`config.mk`:
```
export PLATFORM = sky130hd
export DESIGN_NAME = frontend_top
export DESIGN_NICKNAME = d
export VERILOG_FILES = /design/src/common/frontend_pkg.sv /design/src/hw/fetch/fetch_pc_gen.sv /design/src/hw/fetch/fetch_wb_unit.sv /design/src/hw/inst_queue.sv /design/src/hw/decode/inst_decoder.sv /design/src/hw/decode/issue_buffer.sv /design/src/hw/frontend_top.sv
export SDC_FILE = /design/constraint.sdc
export NUM_CORES = 2
export LEC_CHECK = 0
export ABC_AREA = 1
export BUFFER_PORTS_ARGS = -buffer_cell sky130_fd_sc_hd__buf_2
export CORE_UTILIZATION = 40
export CTS_CLUSTER_DIAMETER = 120
export DETAILED_ROUTE_END_ITERATION = 12
export HOLD_SLACK_MARGIN = 0.15
export PLACE_DENSITY = 0.67
export SLEW_MARGIN = 20
export SYNTH_ARGS = -nofsm -noshare
export SYNTH_HDL_FRONTEND = slang
export SYNTH_SLANG_ARGS = --single-unit
```
`constraint.sdc`:
```
create_clock -name clk -period 6.89 [get_ports clk]
set_clock_uncertainty 0.15 [all_clocks]
set_input_delay 0 -clock clk [delete_from_list [all_inputs] [get_ports clk]]
set_output_delay 0 -clock clk [all_outputs]
set_load 0.02 [all_outputs]
```
`src/common/frontend_pkg.sv`:
```
package frontend_pkg;

  // fetch address after reset
  localparam logic [31:0] RESET_PC = 32'h1c00_0000;

  // instruction queue geometry
  localparam int unsigned QUEUE_DEPTH = 8;
  localparam int unsigned QPTR_W = $clog2(QUEUE_DEPTH);
  localparam int unsigned QCNT_W = QPTR_W + 1;

  // opcode match values, see inst_decoder for the bit ranges
  localparam logic [16:0] OPC_ADD_W  = 17'h00020;
  localparam logic [16:0] OPC_SUB_W  = 17'h00022;
  localparam logic [16:0] OPC_IDLE   = 17'h00c91;
  localparam logic [9:0]  OPC_ADDI_W = 10'h00a;
  localparam logic [9:0]  OPC_LD_W   = 10'h0a2;
  localparam logic [9:0]  OPC_ST_W   = 10'h0a6;
  localparam logic [5:0]  OPC_BEQ    = 6'h16;
  localparam logic [5:0]  OPC_BL     = 6'h15;

  typedef enum logic [3:0] {
    op_add_w,
    op_sub_w,
    op_addi_w,
    op_ld_w,
    op_st_w,
    op_beq,
    op_bl,
    op_idle,
    op_invalid
  } op_e;

  // read port 0 source
  typedef enum logic [1:0] {
    r0_none,
    r0_rk,
    r0_rd
  } r0_sel_e;

  // read port 1 source
  typedef enum logic {
    r1_none,
    r1_rj
  } r1_sel_e;

  // write register source
  typedef enum logic [1:0] {
    w_none,
    w_rd,
    w_r1
  } w_sel_e;

  typedef enum logic {
    fetch_idle,
    fetch_busy
  } fetch_state_e;

  typedef struct packed {
    logic        cyc;
    logic        stb;
    logic [31:0] adr;
  } wb_req_t;

  typedef struct packed {
    logic [63:0] dat;
    logic        ack;
  } wb_resp_t;

  typedef struct packed {
    logic        valid;
    logic [31:0] target;
  } redirect_t;

  // mask[0] low when the group was entered at its second word
  typedef struct packed {
    logic [31:0]      pc;
    logic [1:0][31:0] word;
    logic [1:0]       mask;
  } fetch_pair_t;

  typedef struct packed {
    logic [31:0] pc;
    logic [31:0] inst;
  } slot_t;

  typedef struct packed {
    logic [31:0] pc;
    logic [31:0] inst;
    op_e         op;
    logic [4:0]  r_reg0;
    logic [4:0]  r_reg1;
    logic [4:0]  w_reg;
    logic [25:0] imm;
  } decoded_inst_t;

endpackage

```
`src/hw/fetch/fetch_pc_gen.sv`:
```
`timescale 1ns/1ps

module fetch_pc_gen (
  input  logic                   clk,
  input  logic                   rst_n,
  input  frontend_pkg::redirect_t redirect_i,
  input  logic                   wait_i,
  input  logic                   int_i,
  input  logic                   accept_i,
  output logic [31:0]            pc_o,
  output logic                   pc_valid_o
);

  logic [31:0] pc_q;
  logic        idle_q;

  // redirect wins over the sequential advance, even while idle
  always_ff @(posedge clk) begin
    if (!rst_n) begin
      pc_q <= frontend_pkg::RESET_PC;
    end else if (redirect_i.valid) begin
      pc_q <= {redirect_i.target[31:2], 2'b00};
    end else if (accept_i) begin
      pc_q <= {pc_q[31:3] + 29'd1, 3'b000};
    end
  end

  // idle-wait latch, an interrupt or a redirect releases it
  always_ff @(posedge clk) begin
    if (!rst_n) begin
      idle_q <= 1'b0;
    end else if (redirect_i.valid) begin
      idle_q <= 1'b0;
    end else if (wait_i && !int_i) begin
      idle_q <= 1'b1;
    end else if (int_i) begin
      idle_q <= 1'b0;
    end
  end

  assign pc_o       = pc_q;
  assign pc_valid_o = !idle_q;

  a_pc_aligned: assert property (@(posedge clk) disable iff (!rst_n)
    pc_o[1:0] == 2'b00);

endmodule

```
`src/hw/fetch/fetch_wb_unit.sv`:
```
`timescale 1ns/1ps

module fetch_wb_unit (
  input  logic                              clk,
  input  logic                              rst_n,
  input  logic [31:0]                       pc_i,
  input  logic                              pc_valid_i,
  output logic                              accept_o,
  input  frontend_pkg::redirect_t           redirect_i,
  input  logic [frontend_pkg::QCNT_W-1:0]   free_slots_i,
  output frontend_pkg::wb_req_t             wb_req_o,
  input  frontend_pkg::wb_resp_t            wb_resp_i,
  output frontend_pkg::fetch_pair_t         pair_o,
  output logic                              pair_we_o
);

  frontend_pkg::fetch_state_e state_q;
  logic        drop_q;
  logic [31:0] addr_q;
  logic        busy;

  assign busy = (state_q == frontend_pkg::fetch_busy);

  // start only with room for a whole group, never on a stale pc
  assign accept_o = !busy && pc_valid_i && !redirect_i.valid &&
                    (free_slots_i >= frontend_pkg::QCNT_W'(2));

  always_ff @(posedge clk) begin
    if (!rst_n) begin
      state_q <= frontend_pkg::fetch_idle;
      drop_q  <= 1'b0;
    end else begin
      case (state_q)
        frontend_pkg::fetch_idle: begin
          if (accept_o) begin
            state_q <= frontend_pkg::fetch_busy;
            drop_q  <= 1'b0;
          end
        end
        frontend_pkg::fetch_busy: begin
          if (wb_resp_i.ack) begin
            state_q <= frontend_pkg::fetch_idle;
            drop_q  <= 1'b0;
          end else if (redirect_i.valid) begin
            // let the bus cycle finish, discard its data
            drop_q <= 1'b1;
          end
        end
        default: begin
          state_q <= frontend_pkg::fetch_idle;
        end
      endcase
    end
  end

  // request pc, bit 2 kept for the lane mask
  always_ff @(posedge clk) begin
    if (accept_o) begin
      addr_q <= pc_i;
    end
  end

  assign wb_req_o.cyc = busy;
  assign wb_req_o.stb = busy;
  assign wb_req_o.adr = {addr_q[31:3], 3'b000};

  assign pair_o.pc      = {addr_q[31:3], 3'b000};
  assign pair_o.word[0] = wb_resp_i.dat[31:0];
  assign pair_o.word[1] = wb_resp_i.dat[63:32];
  assign pair_o.mask    = {1'b1, !addr_q[2]};

  assign pair_we_o = busy && wb_resp_i.ack && !drop_q && !redirect_i.valid;

  a_stb_needs_cyc: assert property (@(posedge clk) disable iff (!rst_n)
    wb_req_o.stb |-> wb_req_o.cyc);

  // held request keeps cyc and address until the slave answers
  a_adr_stable: assert property (@(posedge clk) disable iff (!rst_n)
    (wb_req_o.cyc && !wb_resp_i.ack) |=> (wb_req_o.cyc && $stable(wb_req_o.adr)));

endmodule

```
`src/hw/inst_queue.sv`:
```
`timescale 1ns/1ps

module inst_queue (
  input  logic                              clk,
  input  logic                              rst_n,
  input  logic                              flush_i,
  input  frontend_pkg::fetch_pair_t         pair_i,
  input  logic                              we_i,
  output logic [frontend_pkg::QCNT_W-1:0]   free_slots_o,
  output frontend_pkg::slot_t [1:0]         head_o,
  output logic [1:0]                        head_valid_o,
  input  logic [1:0]                        pop_num_i
);

  localparam int unsigned PW = frontend_pkg::QPTR_W;
  localparam int unsigned CW = frontend_pkg::QCNT_W;

  frontend_pkg::slot_t mem [frontend_pkg::QUEUE_DEPTH];

  logic [PW-1:0] rd_ptr_q;
  logic [PW-1:0] wr_ptr_q;
  logic [CW-1:0] count_q;
  logic [1:0]    wr_num;
  frontend_pkg::slot_t [1:0] lane;

  // lane 0 takes word 1 when the group was entered at offset 4
  always_comb begin
    lane[1].pc   = {pair_i.pc[31:3], 3'b100};
    lane[1].inst = pair_i.word[1];
    if (pair_i.mask[0]) begin
      lane[0].pc   = {pair_i.pc[31:3], 3'b000};
      lane[0].inst = pair_i.word[0];
    end else begin
      lane[0] = lane[1];
    end
    wr_num = 2'(pair_i.mask[0]) + 2'(pair_i.mask[1]);
  end

  always_ff @(posedge clk) begin
    if (we_i) begin
      mem[wr_ptr_q] <= lane[0];
      if (wr_num == 2'd2) begin
        mem[wr_ptr_q + PW'(1)] <= lane[1];
      end
    end
  end

  always_ff @(posedge clk) begin
    if (!rst_n || flush_i) begin
      rd_ptr_q <= '0;
      wr_ptr_q <= '0;
      count_q  <= '0;
    end else begin
      if (we_i) begin
        wr_ptr_q <= wr_ptr_q + PW'(wr_num);
      end
      rd_ptr_q <= rd_ptr_q + PW'(pop_num_i);
      count_q  <= count_q + (we_i ? CW'(wr_num) : '0) - CW'(pop_num_i);
    end
  end

  assign free_slots_o    = CW'(frontend_pkg::QUEUE_DEPTH) - count_q;
  assign head_o[0]       = mem[rd_ptr_q];
  assign head_o[1]       = mem[rd_ptr_q + PW'(1)];
  assign head_valid_o[0] = (count_q >= CW'(1));
  assign head_valid_o[1] = (count_q >= CW'(2));

  a_no_overflow: assert property (@(posedge clk) disable iff (!rst_n)
    (we_i && !flush_i) |-> (count_q + CW'(wr_num) <= CW'(frontend_pkg::QUEUE_DEPTH)));

endmodule

```
`src/hw/decode/inst_decoder.sv`:
```
`timescale 1ns/1ps

module inst_decoder (
  input  frontend_pkg::slot_t         slot_i,
  output frontend_pkg::decoded_inst_t inst_o
);

  logic [31:0]           w;
  frontend_pkg::op_e     op;
  frontend_pkg::r0_sel_e r0_sel;
  frontend_pkg::r1_sel_e r1_sel;
  frontend_pkg::w_sel_e  w_sel;

  assign w = slot_i.inst;

  // longest opcode fields first
  always_comb begin
    op     = frontend_pkg::op_invalid;
    r0_sel = frontend_pkg::r0_none;
    r1_sel = frontend_pkg::r1_none;
    w_sel  = frontend_pkg::w_none;
    if (w[31:15] == frontend_pkg::OPC_ADD_W || w[31:15] == frontend_pkg::OPC_SUB_W) begin
      op     = (w[31:15] == frontend_pkg::OPC_ADD_W) ? frontend_pkg::op_add_w
                                                      : frontend_pkg::op_sub_w;
      r0_sel = frontend_pkg::r0_rk;
      r1_sel = frontend_pkg::r1_rj;
      w_sel  = frontend_pkg::w_rd;
    end else if (w[31:15] == frontend_pkg::OPC_IDLE) begin
      op = frontend_pkg::op_idle;
    end else if (w[31:22] == frontend_pkg::OPC_ADDI_W || w[31:22] == frontend_pkg::OPC_LD_W) begin
      op     = (w[31:22] == frontend_pkg::OPC_ADDI_W) ? frontend_pkg::op_addi_w
                                                       : frontend_pkg::op_ld_w;
      r1_sel = frontend_pkg::r1_rj;
      w_sel  = frontend_pkg::w_rd;
    end else if (w[31:22] == frontend_pkg::OPC_ST_W || w[31:26] == frontend_pkg::OPC_BEQ) begin
      // store data and branch compare both read rd
      op     = (w[31:22] == frontend_pkg::OPC_ST_W) ? frontend_pkg::op_st_w
                                                     : frontend_pkg::op_beq;
      r0_sel = frontend_pkg::r0_rd;
      r1_sel = frontend_pkg::r1_rj;
    end else if (w[31:26] == frontend_pkg::OPC_BL) begin
      op    = frontend_pkg::op_bl;
      w_sel = frontend_pkg::w_r1;
    end
  end

  always_comb begin
    inst_o.pc   = slot_i.pc;
    inst_o.inst = w;
    inst_o.op   = op;
    inst_o.imm  = w[25:0];
    case (r0_sel)
      frontend_pkg::r0_rk: inst_o.r_reg0 = w[14:10];
      frontend_pkg::r0_rd: inst_o.r_reg0 = w[4:0];
      default:             inst_o.r_reg0 = 5'd0;
    endcase
    case (r1_sel)
      frontend_pkg::r1_rj: inst_o.r_reg1 = w[9:5];
      default:             inst_o.r_reg1 = 5'd0;
    endcase
    case (w_sel)
      frontend_pkg::w_rd: inst_o.w_reg = w[4:0];
      frontend_pkg::w_r1: inst_o.w_reg = 5'd1;
      default:            inst_o.w_reg = 5'd0;
    endcase
  end

endmodule

```
`src/hw/decode/issue_buffer.sv`:
```
`timescale 1ns/1ps

module issue_buffer (
  input  logic                              clk,
  input  logic                              rst_n,
  input  logic                              flush_i,
  input  frontend_pkg::decoded_inst_t [1:0] dec_i,
  input  logic [1:0]                        dec_valid_i,
  input  logic [1:0]                        issue_i,
  output logic [1:0]                        pop_num_o,
  output frontend_pkg::decoded_inst_t [1:0] inst_o,
  output logic [1:0]                        inst_valid_o
);

  frontend_pkg::decoded_inst_t [1:0] slot_q;
  frontend_pkg::decoded_inst_t [1:0] rem;
  frontend_pkg::decoded_inst_t [1:0] slot_d;
  logic [1:0] valid_q;
  logic [1:0] rem_valid;
  logic [1:0] valid_d;

  // what stays after the backend takes its slots, packed toward slot 0
  always_comb begin
    rem       = slot_q;
    rem_valid = valid_q;
    case (issue_i)
      2'b01: begin
        rem[0]    = slot_q[1];
        rem_valid = {1'b0, valid_q[1]};
      end
      2'b11: begin
        rem_valid = 2'b00;
      end
      default: begin
        rem_valid = valid_q;
      end
    endcase
  end

  // refill the empty slots from the decoded queue heads
  always_comb begin
    slot_d    = rem;
    valid_d   = rem_valid;
    pop_num_o = 2'd0;
    if (!rem_valid[0]) begin
      slot_d    = dec_i;
      valid_d   = dec_valid_i;
      pop_num_o = 2'(dec_valid_i[0]) + 2'(dec_valid_i[1]);
    end else if (!rem_valid[1]) begin
      slot_d[1]  = dec_i[0];
      valid_d[1] = dec_valid_i[0];
      pop_num_o  = 2'(dec_valid_i[0]);
    end
  end

  always_ff @(posedge clk) begin
    if (!rst_n || flush_i) begin
      valid_q <= 2'b00;
    end else begin
      valid_q <= valid_d;
    end
  end

  always_ff @(posedge clk) begin
    slot_q <= slot_d;
  end

  assign inst_o       = slot_q;
  assign inst_valid_o = valid_q;

  a_issue_legal: assert property (@(posedge clk) disable iff (!rst_n)
    ((issue_i & ~valid_q) == 2'b00) && (!issue_i[1] || issue_i[0]));

endmodule

```
`src/hw/frontend_top.sv`:
```
`timescale 1ns/1ps

module frontend_top (
  input  logic                              clk,
  input  logic                              rst_n,
  input  frontend_pkg::redirect_t           redirect_i,
  input  logic [1:0]                        issue_i,
  input  logic                              wait_i,
  input  logic                              int_i,
  output frontend_pkg::wb_req_t             wb_req_o,
  input  frontend_pkg::wb_resp_t            wb_resp_i,
  output frontend_pkg::decoded_inst_t [1:0] inst_o,
  output logic [1:0]                        inst_valid_o
);

  logic [31:0] fetch_pc;
  logic        fetch_pc_valid;
  logic        fetch_accept;
  logic [frontend_pkg::QCNT_W-1:0] free_slots;
  frontend_pkg::fetch_pair_t pair;
  logic        pair_we;
  frontend_pkg::slot_t [1:0]         head;
  logic [1:0]  head_valid;
  logic [1:0]  pop_num;
  frontend_pkg::decoded_inst_t [1:0] dec;

  fetch_pc_gen fetch_pc_gen_inst (
    .clk        (clk),
    .rst_n      (rst_n),
    .redirect_i (redirect_i),
    .wait_i     (wait_i),
    .int_i      (int_i),
    .accept_i   (fetch_accept),
    .pc_o       (fetch_pc),
    .pc_valid_o (fetch_pc_valid)
  );

  fetch_wb_unit fetch_wb_unit_inst (
    .clk          (clk),
    .rst_n        (rst_n),
    .pc_i         (fetch_pc),
    .pc_valid_i   (fetch_pc_valid),
    .accept_o     (fetch_accept),
    .redirect_i   (redirect_i),
    .free_slots_i (free_slots),
    .wb_req_o     (wb_req_o),
    .wb_resp_i    (wb_resp_i),
    .pair_o       (pair),
    .pair_we_o    (pair_we)
  );

  inst_queue inst_queue_inst (
    .clk          (clk),
    .rst_n        (rst_n),
    .flush_i      (redirect_i.valid),
    .pair_i       (pair),
    .we_i         (pair_we),
    .free_slots_o (free_slots),
    .head_o       (head),
    .head_valid_o (head_valid),
    .pop_num_i    (pop_num)
  );

  // one decoder per queue head
  inst_decoder inst_decoder_0_inst (
    .slot_i (head[0]),
    .inst_o (dec[0])
  );

  inst_decoder inst_decoder_1_inst (
    .slot_i (head[1]),
    .inst_o (dec[1])
  );

  issue_buffer issue_buffer_inst (
    .clk          (clk),
    .rst_n        (rst_n),
    .flush_i      (redirect_i.valid),
    .dec_i        (dec),
    .dec_valid_i  (head_valid),
    .issue_i      (issue_i),
    .pop_num_o    (pop_num),
    .inst_o       (inst_o),
    .inst_valid_o (inst_valid_o)
  );

endmodule

```
==> results.ini <==
[setup_path]
cpMostUsedCell=nand2_1
slowest_stage=dfxtp_4
endpoint=issue_buffer_inst.inst_o[135]
rrSetupSlack_ns=2.47
worstPathMaxFanout=62
reg2reg_to=issue_buffer_inst.inst_o[135]
slowest_delay_ns=0.81
crit_start=inst_queue_inst.rd_ptr_q[0]
end_kind=register
crit_type=register to register
rr_worst_depth=16
crit_required_ns=7.10
worstPathCellList=ha_4 -> buf_4 -> nand3_1 -> nand2_1 -> nand2_1 -> nand2_1 -> nor2_1 -> nand3_1 -> nand2_1 -> nor2_2 -> inv_1 -> ha_1 -> inv_1 -> nor2_1 -> o21bai_1 -> o21ai_0
r2r-start=inst_queue_inst.rd_ptr_q[0]
startpoint_type=register
arrival_ns=4.63

[clock_network]
path_clk_slew_ns=0.06
cts_resized=0
postCtsHoldBufs=225
htreeDepth=3
cts_sinks=733
clock_latency_ns=0.66
cts_buffers=85
cts_tree=yes
cts_buffer_depth=3
cts_setup_buffers=0
root_buffer=clkbuf_16

[sta]
fmax_mhz=226
drv_slew=0
tightest_slew_ns=1.25
slew_headroom=0.167
setup_violations=0
hold_violations=0
period_needed_ns=4.42
fin_tns_setup_ns=0
min_period_over_period=0.641
grt_setup_unrepaired=false

[power]
combPwrFrac=0.355
leakage_nw=19.8
p_int_mw=9.79
ir_worst_vdd_v=0.000229
sw_frac_of_total=0.396
p_clk_frac=0.280
cellPowerDensity_nw_per_um2=344
seqPwrFrac=0.365
p_sw_mw=6.41

[placement]
dp.cells=6090
placed_area_um2=42100
place.gp.congestion=0.900
hpwl_um=81100
io_buffer_count=348

[yosys]
yosysUniqueCellTypes=44
synth-seq-cells=733
async_flop_share=0
synth-seq-area-share=0.534
synthFlopType=edfxtp_1
syn_inst=4805
synth-edff-count=680
ys_warn_count=0
netlist_area_um2=40200
avgSynthCellArea_um2=8.37

[die]
start_util=0.406
io-pin-count=358
num_rows=115
die_width_um=319
die_area_um2=102000
die_h_um=319
core-area_um2=99000

[layout]
final_cell_area_um2=47100
nNetsFinal=5245
multi_input_area_um2=14900
area.growth.synth_to_final_pct=17.3
drive_above_1_share=0.112
fin_cells=6466
n_fill_cell=9122
fin_util=0.476
seq_area_um2=21500

[global_routing]
antenna_found_initial=9
grt_pass1_vias=34198
grt_pass1_wl_um=206000
grt_max_degree=285
track_usage=0.267
grt-ovfl-total=0

[detailed_routing]
drt_iter0_drc=4579
drt-total-wl_um=140000
dr.pass1.iters=7
wire_per_inst_um=21.7
antenna_left=0
drcViolationCount=0
avgViaCountPerCell=5.67
num_vias=36655

[worst_hold_path]
min_path_type=primary input to register

[job]
maxCapViolCount=0

[outcome]
status=finished, final reports clean

[per-stage QoR]
step	hold slack, ns	setup WS, ns	total power, mW
floorplan	-0.0776	1.61	9.82
global placement	0.00634	2.61	11.4
detailed placement	0.00791	2.57	11.5
CTS	0.150	2.25	16.1
global route	0.170	2.22	17.0
finish	0.131	2.47	16.2
[Yosys cell counts (2+ instances only)]
cell | instances | area [um2]
a31oi_1 | 34 | 213
nor2_2 | 5 | 31.3
nor2_1 | 492 | 1850
ha_1 | 21 | 263
buf_1 | 39 | 146
clkbuf_1 | 182 | 683
inv_1 | 522 | 1960
nand3_1 | 280 | 1400
a21oi_1 | 265 | 1330
o21ai_1 | 20 | 100
o22ai_1 | 135 | 845
nand3b_1 | 2 | 15.0
nor3_1 | 14 | 70.1
o21ai_0 | 721 | 3610
dfxtp_1 | 53 | 1060
xnor2_1 | 5 | 43.8
buf_4 | 103 | 773
o211ai_1 | 93 | 698
edfxtp_1 | 680 | 20400
fa_1 | 4 | 80.1
a22oi_1 | 4 | 30.0
inv_2 | 7 | 26.3
buf_2 | 80 | 400
a32oi_1 | 2 | 17.5
nor2_4 | 3 | 33.8
xor2_1 | 17 | 149
nand2_1 | 992 | 3720
nand4_1 | 12 | 75.1
clkinv_1 | 3 | 11.3
[critical path, delay by kind of cell (launching register included)]
family / cells / cell delay (ns)
AND/OR/NAND/NOR: 9 / 1.26
buffers and inverters: 3 / 0.88
adder cells (fa/ha/maj): 2 / 0.83
flip-flops: 1 / 0.81
AO/OA/AOI/OAI: 2 / 0.20
[layout by cell type (no fill, tap or decap), types with 93 or more instances in the layout]
| master | n |
|---|---|
| a21oi_1 | 265 |
| buf_2 | 348 |
| dlygate4sd3_1 | 225 |
| edfxtp_1 | 680 |
| inv_1 | 504 |
| nand2_1 | 989 |
| nand3_1 | 277 |
| nor2_1 | 481 |
| o211ai_1 | 93 |
| o21ai_0 | 721 |
| o22ai_1 | 135 |
[power by group through the flow]
stage / clock network, mW / registers, mW / logic [mW]
3_5_place_dp: 0 / 6.00 / 5.51
5_1_grt: 4.74 / 5.96 / 6.25
6_report: 4.54 / 5.91 / 5.75
4_1_cts: 4.56 / 5.91 / 5.63
2_1_floorplan: 0 / 6.29 / 3.54
3_3_place_gp: 0 / 5.98 / 5.43
[flip-flops by register name (all words and copies together) (netlist names)]
signal and cells:
fetch_wb_unit_inst.addr_q 30, inst_queue_inst.mem 496, issue_buffer_inst.inst_valid_o 2, inst_queue_inst.rd_ptr_q 3, inst_queue_inst.wr_ptr_q 3, fetch_pc_gen_inst.idle_q 1, fetch_wb_unit_inst.busy 1, fetch_pc_gen_inst.pc_o 30
inst_queue_inst.count_q 4, issue_buffer_inst.inst_o 162, fetch_wb_unit_inst.drop_q 1
[worst min path at each step]
stage | from | endpoint | depth (start not counted)
floorplan | int_i | fetch_pc_gen_inst.idle_q | 1
global placement | int_i | fetch_pc_gen_inst.idle_q | 2
detailed placement | int_i | fetch_pc_gen_inst.idle_q | 2
CTS | wb_resp_i[58] | inst_queue_inst.mem[1][25] | 4
global route | wb_resp_i[58] | inst_queue_inst.mem[1][25] | 4
finish | issue_i[1] | issue_buffer_inst.inst_valid_o[0] | 6
[kinds of logic (layout without fill, tap and decap cells)]
family,count (synthesis),after routing,synth area share
buffers and inverters,937,1300,0.0998
xor gates and xnor gates,23,23,0.00520
adders and majority gates,25,25,0.00853
and+or+nand+nor,1808,1808,0.181
DFF,733,733,0.534
AOI/OAI and AO/OA,1278,1278,0.171
other,1,12,0.0000933
[layout make-up]
class | count | share of cell area
antenna | 5 | 0.000265
clock buffer | 98 | 0.0468
clock inverter | 47 | 0.0109
inverter | 532 | 0.0426
multi-input combinational | 3141 | 0.315
sequential | 733 | 0.456
tap | 1287 | 0.0342
timing repair buffer | 623 | 0.0942
[metal layers]
layer	global-route usage	vias to the layer above	routed length (um)
li1	-	16820	-
met4	0.108	6	5570
met3	0.0560	434	16900
met5	0	-	38
met1	0.346	17081	52900
met2	0.436	2314	64700
No activity file was read; power rests on OpenSTA's default activity.
